## config.mk

```make
export PLATFORM = sky130hd
export DESIGN_NAME = pe_controller
export DESIGN_NICKNAME = d
export VERILOG_FILES = /design/src/verilog/pe_ctrl_pkg.sv /design/src/verilog/dest_write_decode.sv /design/src/verilog/src_read_decode.sv /design/src/verilog/ctrl_delay_line.sv /design/src/verilog/pe_controller.sv
export VERILOG_INCLUDE_DIRS = /design/src /design/src/verilog
export SDC_FILE = /design/constraint.sdc
export NUM_CORES = 1
export LEC_CHECK = 0
export BUFFER_PORTS_ARGS = -buffer_cell sky130_fd_sc_hd__buf_2
export CORE_MARGIN = 2
export CORE_UTILIZATION = 39
export DETAILED_ROUTE_END_ITERATION = 7
export SLEW_MARGIN = 20
export SYNTH_ARGS = -nofsm -noshare
export SYNTH_HDL_FRONTEND = slang
export SYNTH_SLANG_ARGS = --single-unit
export TNS_END_PERCENT = 50
```

## constraint.sdc

```tcl
create_clock -name clk -period 1.5 [get_ports clk]
set_input_delay 0.45 -clock clk [delete_from_list [all_inputs] [get_ports clk]]
set_output_delay 0.45 -clock clk [all_outputs]
set_load 0.005 [all_outputs]
```

## src/verilog/pe_ctrl_macros.svh

```systemverilog
`ifndef PE_CTRL_MACROS_SVH
`define PE_CTRL_MACROS_SVH

//----------------------------------------------------------------------
// instruction word geometry
//----------------------------------------------------------------------

`define PE_FN_LEN 3
`define PE_NAME_LEN 3
`define PE_INDEX_LEN 8

// destination and source slots per word
`define PE_SLOTS 3

//----------------------------------------------------------------------
// memory address widths
//----------------------------------------------------------------------

// gradient memory shares this width
`define PE_WEIGHT_ADDR_LEN 5
`define PE_DATA_ADDR_LEN 5
`define PE_INTERIM_ADDR_LEN 2
`define PE_META_ADDR_LEN 2

//----------------------------------------------------------------------
// namespace codes
//----------------------------------------------------------------------

// zero marks an empty slot
`define PE_NS_NONE 3'd0
`define PE_NS_DATA 3'd1
`define PE_NS_WEIGHT 3'd2
`define PE_NS_GRADIENT 3'd3
`define PE_NS_INTERIM 3'd4
`define PE_NS_META 3'd5
`define PE_NS_NEIGHBOR 3'd6
`define PE_NS_BUS 3'd7

`endif

```

## src/verilog/pe_ctrl_pkg.sv

```systemverilog
`include "pe_ctrl_macros.svh"

package pe_ctrl_pkg;

	//------------------------------------------------------------------
	// field widths
	//------------------------------------------------------------------

	typedef logic [`PE_FN_LEN-1:0] fn_t;
	typedef logic [`PE_NAME_LEN-1:0] ns_name_t;
	typedef logic [`PE_INDEX_LEN-1:0] slot_index_t;

	typedef logic [`PE_WEIGHT_ADDR_LEN-1:0] weight_addr_t;
	typedef logic [`PE_DATA_ADDR_LEN-1:0] data_addr_t;
	typedef logic [`PE_INTERIM_ADDR_LEN-1:0] interim_addr_t;
	typedef logic [`PE_META_ADDR_LEN-1:0] meta_addr_t;

	//------------------------------------------------------------------
	// instruction word with msb first
	//------------------------------------------------------------------

	typedef struct packed {
		ns_name_t    name;
		slot_index_t index;
	} inst_slot_t;

	// 3 + 6 * 11 = 69 bits
	typedef struct packed {
		fn_t        fn;
		inst_slot_t dest0;
		inst_slot_t dest1;
		inst_slot_t dest2;
		inst_slot_t src0;
		inst_slot_t src1;
		inst_slot_t src2;
	} inst_word_t;

	//------------------------------------------------------------------
	// decoded controls
	//------------------------------------------------------------------

	// write side seen two cycles after acceptance
	typedef struct packed {
		fn_t           fn;
		logic          weight_wrt;
		logic          gradient_wrt;
		logic          interim_wrt;
		weight_addr_t  weight_wrt_addr;
		weight_addr_t  gradient_wrt_addr;
		interim_addr_t interim_wrt_addr;
		logic          pe_neigh_wrt;
		logic          pu_neigh_wrt;
		slot_index_t   pe_bus_wrt_addr;
		slot_index_t   gb_bus_wrt_addr;
		logic          eol;
		logic          valid;
	} wr_ctrl_t;

	// early read addresses one cycle ahead for the block RAMs
	typedef struct packed {
		data_addr_t   data_rd_addr;
		weight_addr_t weight_rd_addr;
		weight_addr_t gradient_rd_addr;
		meta_addr_t   meta_rd_addr;
	} rd_addr_t;

	// read side on the slow path
	typedef struct packed {
		interim_addr_t                   interim_rd_addr;
		logic                            pe_neigh_rq;
		logic                            pu_neigh_rq;
		logic                            pe_bus_rq;
		logic                            gb_bus_rq;
		logic [`PE_SLOTS-1:0]            src_rq;
		ns_name_t [`PE_SLOTS-1:0]        src_name;
		slot_index_t [`PE_SLOTS-1:0]     src_index;
	} src_ctrl_t;

endpackage

```

## src/verilog/dest_write_decode.sv

```systemverilog
`timescale 1ns/1ps

`include "pe_ctrl_macros.svh"

module dest_write_decode
(
	input  pe_ctrl_pkg::fn_t        fn,
	input  pe_ctrl_pkg::inst_slot_t dest [`PE_SLOTS],
	input  pe_ctrl_pkg::ns_name_t   src_names [`PE_SLOTS],
	input  logic                    inst_v,
	output pe_ctrl_pkg::wr_ctrl_t   wr_next
);

	import pe_ctrl_pkg::*;

	// hits or-reduced over the three destinations
	logic weight_hit;
	logic gradient_hit;
	logic interim_hit;
	logic pe_neigh_hit;
	logic pu_neigh_hit;
	logic pe_bus_hit;
	logic gb_bus_hit;

	weight_addr_t  weight_addr;
	weight_addr_t  gradient_addr;
	interim_addr_t interim_addr;

	// bus index without the select bit
	logic [`PE_INDEX_LEN-1:1] bus_upper;

	logic names_used;

	//------------------------------------------------------------------
	// slot matching
	//------------------------------------------------------------------

	always_comb
	begin
		weight_hit    = 1'b0;
		gradient_hit  = 1'b0;
		interim_hit   = 1'b0;
		pe_neigh_hit  = 1'b0;
		pu_neigh_hit  = 1'b0;
		pe_bus_hit    = 1'b0;
		gb_bus_hit    = 1'b0;
		weight_addr   = '0;
		gradient_addr = '0;
		interim_addr  = '0;
		bus_upper     = '0;

		for (int i = 0; i < `PE_SLOTS; i++)
		begin
			case (dest[i].name)
				`PE_NS_WEIGHT:
				begin
					weight_hit  = 1'b1;
					weight_addr |= dest[i].index[`PE_WEIGHT_ADDR_LEN-1:0];
				end
				`PE_NS_GRADIENT:
				begin
					gradient_hit  = 1'b1;
					gradient_addr |= dest[i].index[`PE_WEIGHT_ADDR_LEN-1:0];
				end
				`PE_NS_INTERIM:
				begin
					interim_hit  = 1'b1;
					interim_addr |= dest[i].index[`PE_INTERIM_ADDR_LEN-1:0];
				end
				// bit 0 picks own PE or the PU neighbour
				`PE_NS_NEIGHBOR:
				begin
					if (dest[i].index[0])
						pu_neigh_hit = 1'b1;
					else
						pe_neigh_hit = 1'b1;
				end
				// bit 0 picks PE bus or global bus
				`PE_NS_BUS:
				begin
					bus_upper |= dest[i].index[`PE_INDEX_LEN-1:1];
					if (dest[i].index[0])
						gb_bus_hit = 1'b1;
					else
						pe_bus_hit = 1'b1;
				end
				default:
				begin
				end
			endcase
		end
	end

	//------------------------------------------------------------------
	// end of list
	//------------------------------------------------------------------

	// any destination or source slot in use
	always_comb
	begin
		names_used = 1'b0;
		for (int i = 0; i < `PE_SLOTS; i++)
		begin
			if (dest[i].name != `PE_NS_NONE || src_names[i] != `PE_NS_NONE)
				names_used = 1'b1;
		end
	end

	//------------------------------------------------------------------
	// output struct
	//------------------------------------------------------------------

	always_comb
	begin
		wr_next.fn                = fn;
		wr_next.weight_wrt        = weight_hit & inst_v;
		wr_next.gradient_wrt      = gradient_hit & inst_v;
		wr_next.interim_wrt       = interim_hit & inst_v;
		wr_next.weight_wrt_addr   = weight_addr;
		wr_next.gradient_wrt_addr = gradient_addr;
		wr_next.interim_wrt_addr  = interim_addr;
		wr_next.pe_neigh_wrt      = pe_neigh_hit & inst_v;
		wr_next.pu_neigh_wrt      = pu_neigh_hit & inst_v;
		// low bit of each bus address carries that bus's write flag
		wr_next.pe_bus_wrt_addr   = {bus_upper, pe_bus_hit & inst_v};
		wr_next.gb_bus_wrt_addr   = {bus_upper, gb_bus_hit & inst_v};
		wr_next.eol               = ~names_used & inst_v;
		wr_next.valid             = inst_v;
	end

endmodule

```

## src/verilog/src_read_decode.sv

```systemverilog
`timescale 1ns/1ps

`include "pe_ctrl_macros.svh"

module src_read_decode
(
	input  pe_ctrl_pkg::inst_slot_t src [`PE_SLOTS],
	input  logic                    inst_v,
	output pe_ctrl_pkg::rd_addr_t   rd_next,
	output pe_ctrl_pkg::src_ctrl_t  src_next
);

	import pe_ctrl_pkg::*;

	// fast path addresses
	data_addr_t   data_addr;
	weight_addr_t weight_addr;
	weight_addr_t gradient_addr;
	meta_addr_t   meta_addr;

	// interim memory is not a block RAM so its address takes the slow path
	interim_addr_t interim_addr;

	logic pe_neigh_hit;
	logic pu_neigh_hit;
	logic pe_bus_hit;
	logic gb_bus_hit;

	//------------------------------------------------------------------
	// slot matching
	//------------------------------------------------------------------

	always_comb
	begin
		data_addr     = '0;
		weight_addr   = '0;
		gradient_addr = '0;
		meta_addr     = '0;
		interim_addr  = '0;
		pe_neigh_hit  = 1'b0;
		pu_neigh_hit  = 1'b0;
		pe_bus_hit    = 1'b0;
		gb_bus_hit    = 1'b0;

		for (int i = 0; i < `PE_SLOTS; i++)
		begin
			case (src[i].name)
				`PE_NS_DATA:
					data_addr |= src[i].index[`PE_DATA_ADDR_LEN-1:0];
				`PE_NS_WEIGHT:
					weight_addr |= src[i].index[`PE_WEIGHT_ADDR_LEN-1:0];
				`PE_NS_GRADIENT:
					gradient_addr |= src[i].index[`PE_WEIGHT_ADDR_LEN-1:0];
				`PE_NS_META:
					meta_addr |= src[i].index[`PE_META_ADDR_LEN-1:0];
				`PE_NS_INTERIM:
					interim_addr |= src[i].index[`PE_INTERIM_ADDR_LEN-1:0];
				`PE_NS_NEIGHBOR:
				begin
					if (src[i].index[0])
						pu_neigh_hit = 1'b1;
					else
						pe_neigh_hit = 1'b1;
				end
				`PE_NS_BUS:
				begin
					if (src[i].index[0])
						gb_bus_hit = 1'b1;
					else
						pe_bus_hit = 1'b1;
				end
				default:
				begin
				end
			endcase
		end
	end

	//------------------------------------------------------------------
	// outputs
	//------------------------------------------------------------------

	always_comb
	begin
		rd_next.data_rd_addr     = data_addr;
		rd_next.weight_rd_addr   = weight_addr;
		rd_next.gradient_rd_addr = gradient_addr;
		rd_next.meta_rd_addr     = meta_addr;
	end

	always_comb
	begin
		src_next.interim_rd_addr = interim_addr;
		src_next.pe_neigh_rq     = pe_neigh_hit & inst_v;
		src_next.pu_neigh_rq     = pu_neigh_hit & inst_v;
		src_next.pe_bus_rq       = pe_bus_hit & inst_v;
		src_next.gb_bus_rq       = gb_bus_hit & inst_v;

		// names and indexes ride along for the PE core operand mux
		for (int i = 0; i < `PE_SLOTS; i++)
		begin
			src_next.src_rq[i]    = (src[i].name != `PE_NS_NONE) & inst_v;
			src_next.src_name[i]  = src[i].name;
			src_next.src_index[i] = src[i].index;
		end
	end

endmodule

```

## src/verilog/ctrl_delay_line.sv

```systemverilog
`timescale 1ns/1ps

module ctrl_delay_line
(
	input  logic                   clk,
	input  logic                   reset,
	input  logic                   advance,
	input  pe_ctrl_pkg::wr_ctrl_t  wr_next,
	input  pe_ctrl_pkg::rd_addr_t  rd_next,
	input  pe_ctrl_pkg::src_ctrl_t src_next,
	output pe_ctrl_pkg::wr_ctrl_t  wr,
	output pe_ctrl_pkg::rd_addr_t  rd,
	output pe_ctrl_pkg::src_ctrl_t src
);

	import pe_ctrl_pkg::*;

	// first stage of the two-cycle paths
	wr_ctrl_t  wr_mid;
	src_ctrl_t src_mid;

	//------------------------------------------------------------------
	// read address stage
	//------------------------------------------------------------------

	// the block RAMs take one cycle to return data, so the
	// addresses leave one stage earlier than the rest
	always_ff @(posedge clk)
	begin
		if (reset)
			rd <= '0;
		else if (advance)
			rd <= rd_next;
	end

	//------------------------------------------------------------------
	// write controls, two stages
	//------------------------------------------------------------------

	always_ff @(posedge clk)
	begin
		if (reset)
		begin
			wr_mid <= '0;
			wr     <= '0;
		end
		else if (advance)
		begin
			wr_mid <= wr_next;
			wr     <= wr_mid;
		end
	end

	//------------------------------------------------------------------
	// source controls, two stages
	//------------------------------------------------------------------

	// lines up with the read data coming back from the block RAMs
	always_ff @(posedge clk)
	begin
		if (reset)
		begin
			src_mid <= '0;
			src     <= '0;
		end
		else if (advance)
		begin
			src_mid <= src_next;
			src     <= src_mid;
		end
	end

endmodule

```

## src/verilog/pe_controller.sv

```systemverilog
`timescale 1ns/1ps

`include "pe_ctrl_macros.svh"

module pe_controller
(
	input  logic                    clk,
	input  logic                    reset,
	input  pe_ctrl_pkg::inst_word_t inst_in,
	input  logic                    inst_in_v,
	input  logic                    inst_stall,
	input  logic                    bus_contention,
	output pe_ctrl_pkg::wr_ctrl_t   wr,
	output pe_ctrl_pkg::rd_addr_t   rd,
	output pe_ctrl_pkg::src_ctrl_t  src
);

	import pe_ctrl_pkg::*;

	inst_slot_t dest_slot [`PE_SLOTS];
	inst_slot_t src_slot [`PE_SLOTS];
	ns_name_t   src_name [`PE_SLOTS];

	wr_ctrl_t  wr_next;
	rd_addr_t  rd_next;
	src_ctrl_t src_next;

	logic advance;

	//------------------------------------------------------------------
	// instruction split
	//------------------------------------------------------------------

	assign dest_slot[0] = inst_in.dest0;
	assign dest_slot[1] = inst_in.dest1;
	assign dest_slot[2] = inst_in.dest2;

	assign src_slot[0] = inst_in.src0;
	assign src_slot[1] = inst_in.src1;
	assign src_slot[2] = inst_in.src2;

	// source names also feed end-of-list
	assign src_name[0] = inst_in.src0.name;
	assign src_name[1] = inst_in.src1.name;
	assign src_name[2] = inst_in.src2.name;

	// pipeline moves only when nothing holds it
	assign advance = ~(inst_stall | bus_contention);

	//------------------------------------------------------------------
	// decoders and pipeline
	//------------------------------------------------------------------

	dest_write_decode i_dest_write_decode (
		.fn        (inst_in.fn),
		.dest      (dest_slot),
		.src_names (src_name),
		.inst_v    (inst_in_v),
		.wr_next   (wr_next)
	);

	src_read_decode i_src_read_decode (
		.src      (src_slot),
		.inst_v   (inst_in_v),
		.rd_next  (rd_next),
		.src_next (src_next)
	);

	ctrl_delay_line i_ctrl_delay_line (
		.clk      (clk),
		.reset    (reset),
		.advance  (advance),
		.wr_next  (wr_next),
		.rd_next  (rd_next),
		.src_next (src_next),
		.wr       (wr),
		.rd       (rd),
		.src      (src)
	);

endmodule

```

======== After elaboration in Yosys (flattened, before gate mapping) ========
Index checks and enable logic that the tools add are counted.
word-level totals
  logic and storage cells ................. 217
  bits in registers ....................... 177
  input port bits ......................... 74
  output and inout port bits .............. 97
operators by class
  reductions and logical operators ........ 9
  equality and inequality tests ........... 36
  bitwise operators ....................... 35
  muxes and demuxes ....................... 83
operator list
  kind                                                                   count
  5-bit 2-to-1 mux                                                       15
  3-bit equality test, second input constant                             21
  1-bit 2-to-1 mux                                                       56
  5-bit bitwise OR                                                       10
  3-bit by 2-bit equality test with 1-bit output, second input constant  12
  7-bit 2-to-1 mux                                                       3
  2-bit 2-to-1 mux                                                       9
  3-bit nonzero test                                                     6
  1-bit AND                                                              15
  7-bit bitwise OR                                                       2
  2-bit bitwise OR                                                       6
  3-bit by 1-bit equality test with 1-bit output, second input constant  3
  1-bit logical OR                                                       3
  1-bit inverter                                                         1
  1-bit bitwise OR                                                       1

======== Logic depth before layout (Yosys ltp) ========
  depth in word-level cells ............... 7
  mapped depth ............................ 5
  gate-level depth less buffers ........... 3

======== Hierarchy ========
Synthesis repeated with hierarchy kept, for this count alone.
second synthesis, totals
  cells, all modules ...................... 818
  area total of the unflattened synthesis .. 8066.5 um^2
modules (own cells, without submodules)
  module             area an instance (um^2)  cells an instance  instances  seq. area each (um^2)
  ctrl_delay_line    6328.6                   571                1          3543.4
  src_read_decode    1046.0                   131                1          0.0
  dest_write_decode  688.2                    115                1          0.0
  pe_controller      3.8                      1                  1          0.0

======== Least setup slack after synthesis ========
No wires, ideal clock.
  path kind ............................... input to register
  from .................................... in inst_in[43] (netlist name)
  to ...................................... reg i_ctrl_delay_line.wr_mid[1] (netlist name)
  buffers on the path ..................... 1
  data required time ...................... 1404 ps
  cell stages on the path ................. 3
  arrival time ............................ 1375 ps
  slack ................................... 29 ps
  library setup time ...................... 96 ps
  cells stage by stage .................... clkbuf_1 or4_1 o41ai_2
between the ends
  longest elaborated chain between the ends .. 5
RTL lines
  element                              RTL line                  source
  from (decl)                          pe_controller.sv:9        input pe_ctrl_pkg::inst_word_t inst_in,
  3-bit nonzero test (no source line)  -
  1-bit logical OR (no source line)    -
  1-bit 2-to-1 mux                     dest_write_decode.sv:104  if (dest[i].name != `PE_NS_NONE || src_names[i] != `PE_NS_NONE)
  1-bit inverter                       dest_write_decode.sv:127  wr_next.eol = ~names_used & inst_v;
  1-bit AND                            dest_write_decode.sv:127
  to (signal assigned)                 ctrl_delay_line.sv:49     wr_mid <= wr_next;
  to (decl)                            ctrl_delay_line.sv:19     wr_ctrl_t wr_mid;
No other way between the ends.
A chain may end at the register's enable or synchronous reset.

======== Worst setup path in the final report ========
  from .................................... reg, netlist name i_ctrl_delay_line.rd[13]
  to ...................................... out rd[13] (netlist name)
RTL lines
  element    RTL line             source
  to (decl)  pe_controller.sv:14  output pe_ctrl_pkg::rd_addr_t rd,
No word-level cell between the ends.

==> flow_summary_export.csv <==
group,metric,value,unit
route,wl_per_cell,16.20,um
synth,synth_top_area_cell,"dfxtp_1",
route,wl_met3,1389,um
finish,layout_common_cells,"nand2_1, buf_2, dfxtp_1, a21oi_1, buf_4",
job,max_cap_viol_count,0,
setup_path,cp.required,1050,ps
synth,synth_fp_nets,912,
synth,syn-instance-count,838,
setup_path,cpPeakStageDelay,380,ps
min_path,min_path_type,"in2reg",
placement,place.port_buffers,170,
die,fp.dieArea,18490,sq um
route,met1_length,9090,um
synth,synth_edf_count,0,
clocking,cts.sinks,163,
synth,ys_warn_count,0,
route,ant_nets,0,
setup_path,endpoint_kind,"output port",
grt,grt_pass1_wl,31570,um
power,power.internal,0.007574,W
clocking,htreeDepth,4,
power,seqPwrFrac,45.1,%
grt,grt_max_degree,61,
timing,maxSlewViolCount,0,
clocking,cts_hold_buffers,0,
timing,tightest_slew,524.9,ps
clocking,cts_root_buf,"clkbuf_16",
die,die_w,136.0,um
die,core,17180,sq um
clocking,path_clk_slew,60,ps
synth,ys_top_cells_by_area,"dfxtp_1, nand2_1, a21oi_1, a211oi_1, a22oi_1",
route,drt_wl_total,20240,um
timing,hold_slack,264.0,ps
die,start_util,39.55,%
route,via_count,6567,
finish,antennaDiodeCount,0,
grt,antenna_found_initial,0,
route,drc,0,
timing,finalClockSkew,6.044,ps
setup_path,worstPathMaxFanout,2,
setup_path,timing.critical_path.max_delay_family,"flip-flops",
finish,stdcell_count,1249,
timing,slew-limit-headroom,64.56,%
grt,grtUsageTotal,21.63,%
setup_path,critical_path_buf_inv_count,1,
synth,syn_area,6793,sq um
power,p_per_area,1139,nW/um^2
finish,final_area,8871,sq um
synth,async_flop_share,0,%
power,clkPwrFrac,43.9,%
die,io_pins,171,
route,wl_met2,9451,um
setup_path,crit_type,"reg2out",
setup_path,worst_path_max_delay_cell,"dfxtp_1",
synth,ys.flop_type,"dfxtp_1",
route,viasPerCell,5.258,
setup_path,r2r_slack,630,ps
finish,mostFrequentLayoutCell,"nand2_1",
finish,utilization,51.65,%
power,leakage,3.619,nW
setup_path,worst_setup_path_start_kind,"register",
finish,final_nets,1085,
placement,dpl.cell_count,1217,
route,dr.first_iter.drc_count,321,
timing,period_needed,1397,ps
run_status,status,"completed",
placement,placedInstanceArea,8277,sq um
power,max-vdd-ir-drop,796.4,uV
finish,area_growth,30.59,%
setup_path,crit_chain,"buf_2",
finish,fillerInstances,1711,
finish,multi_input_area,3117,sq um
synth,synth.ff_latch_count,163,
timing,post-route-period-util,93.15,%
route,top_layer_used,"met4",
clocking,clockBufferDepth,2,
timing,fmax,0.7157,GHz
finish,ff_latch_area,3264,sq um
grt,overflow,0,
timing,hold_viol,0,
timing,fin_setup_tns,0,ps
synth,ys_types,42,
grt,grt_pass1_vias,6119,
die,rows,48,
power,p_switching,0.002528,W
timing,setup_violations,0,
timing,rsz0062_at_grt,"no",
synth,syn_avg_cell_area,8.106,sq um
clocking,cts_tree,"done",
clocking,cts_made_buffers,17,
die,die_y,136.0,um
synth,ys_seq_area_share,48.04,%
power,power_frac_comb,11.0,%
clocking,clk_latency,420,ps
route,drt_first_pass_iters,5,
placement,hpwlAfterDp,14280,um
synth,synth_top_area_share,48.04,%
finish,drive_above_1_share,27.15,%
placement,place_congestion,0.8928,
power,switching_share,25.03,%
setup_path,crit_arrival,950,ps
==> cells in the mapped netlist (2+ instances only) <==
library cell / count
nand4b_1: 12
and4b_1: 3
o311ai_0: 2
nor3b_1: 7
nand4_1: 5
buf_2: 33
nand3_1: 5
clkbuf_1: 38
or3_1: 3
nor2_1: 44
nor3b_2: 4
nor2b_1: 4
o31ai_1: 4
a311oi_1: 13
or4bb_1: 2
and3_1: 3
a22oi_1: 25
buf_1: 3
a31oi_1: 12
a22o_1: 4
nor4bb_1: 9
a211oi_1: 30
and3b_1: 4
buf_4: 10
nand2_1: 230
a32oi_1: 10
inv_1: 7
dfxtp_1: 163
a21oi_1: 136
==> routing by layer <==
layer  vias up  GRT usage [%]
li1       3276              -
met1      3047          28.10
met2       217          35.49
met3        27          4.959
met4         0          7.234
met5         -              0
==> per-stage QoR <==
stage               total power (W)  setup slack [ps]
global placement           0.005753            -92.52
CTS                         0.01017             9.736
global route                0.01049             68.56
detailed placement         0.005758            -76.88
finish                      0.01010             102.8
floorplan                  0.005203             28.99
==> final timing paths <==
kind                                start                            to  cells after the start
max              i_ctrl_delay_line.rd[13]                        rd[13]                      1
min                           inst_in[27]  i_ctrl_delay_line.src_mid[5]                      3
max reg2reg      i_ctrl_delay_line.rd[15]      i_ctrl_delay_line.rd[15]                      3
min reg2reg  i_ctrl_delay_line.wr_mid[33]  i_ctrl_delay_line.wr_mid[33]                      2
==> repair_timing <==
item | CTS | global route
buffers inserted | 0 | 0
setup endpoints to repair | 0 | 1
resized for setup | 0 | 1
==> kinds of logic (layout without fill, tap and decap cells) <==
group | Yosys count | in the layout | share of synthesized area, %
compound gates | 242 | 242 | 22.27
flops | 163 | 163 | 48.04
buf+inv | 91 | 277 | 6.189
simple gates | 342 | 342 | 23.50
==> flip-flops by register name (all words and copies together), names as in the netlist <==
register,flops
i_ctrl_delay_line.rd,17
i_ctrl_delay_line.wr,31
i_ctrl_delay_line.wr_mid,31
i_ctrl_delay_line.src_mid,42
i_ctrl_delay_line.src,42
==> final cells by class <==
| class | count | area share (%) |
|---|---|---|
| sequential | 163 | 36.80 |
| multi-input combinational | 584 | 35.13 |
| timing repair buffer | 238 | 17.91 |
| clock buffer | 20 | 4.922 |
| tap | 225 | 3.173 |
| clock inverter | 12 | 1.763 |
| inverter | 7 | 0.2962 |
==> power groups by stage <==
stage | Combinational, W | Clock (W) | Sequential (W)
2_1_floorplan | 0.000560 | 0 | 0.00464
6_report | 0.00111 | 0.00443 | 0.00456
3_5_place_dp | 0.00110 | 0 | 0.00465
4_1_cts | 0.00111 | 0.00450 | 0.00456
5_1_grt | 0.00121 | 0.00471 | 0.00457
3_3_place_gp | 0.00110 | 0 | 0.00465
Note: power is estimated with default switching activity, not from simulation.
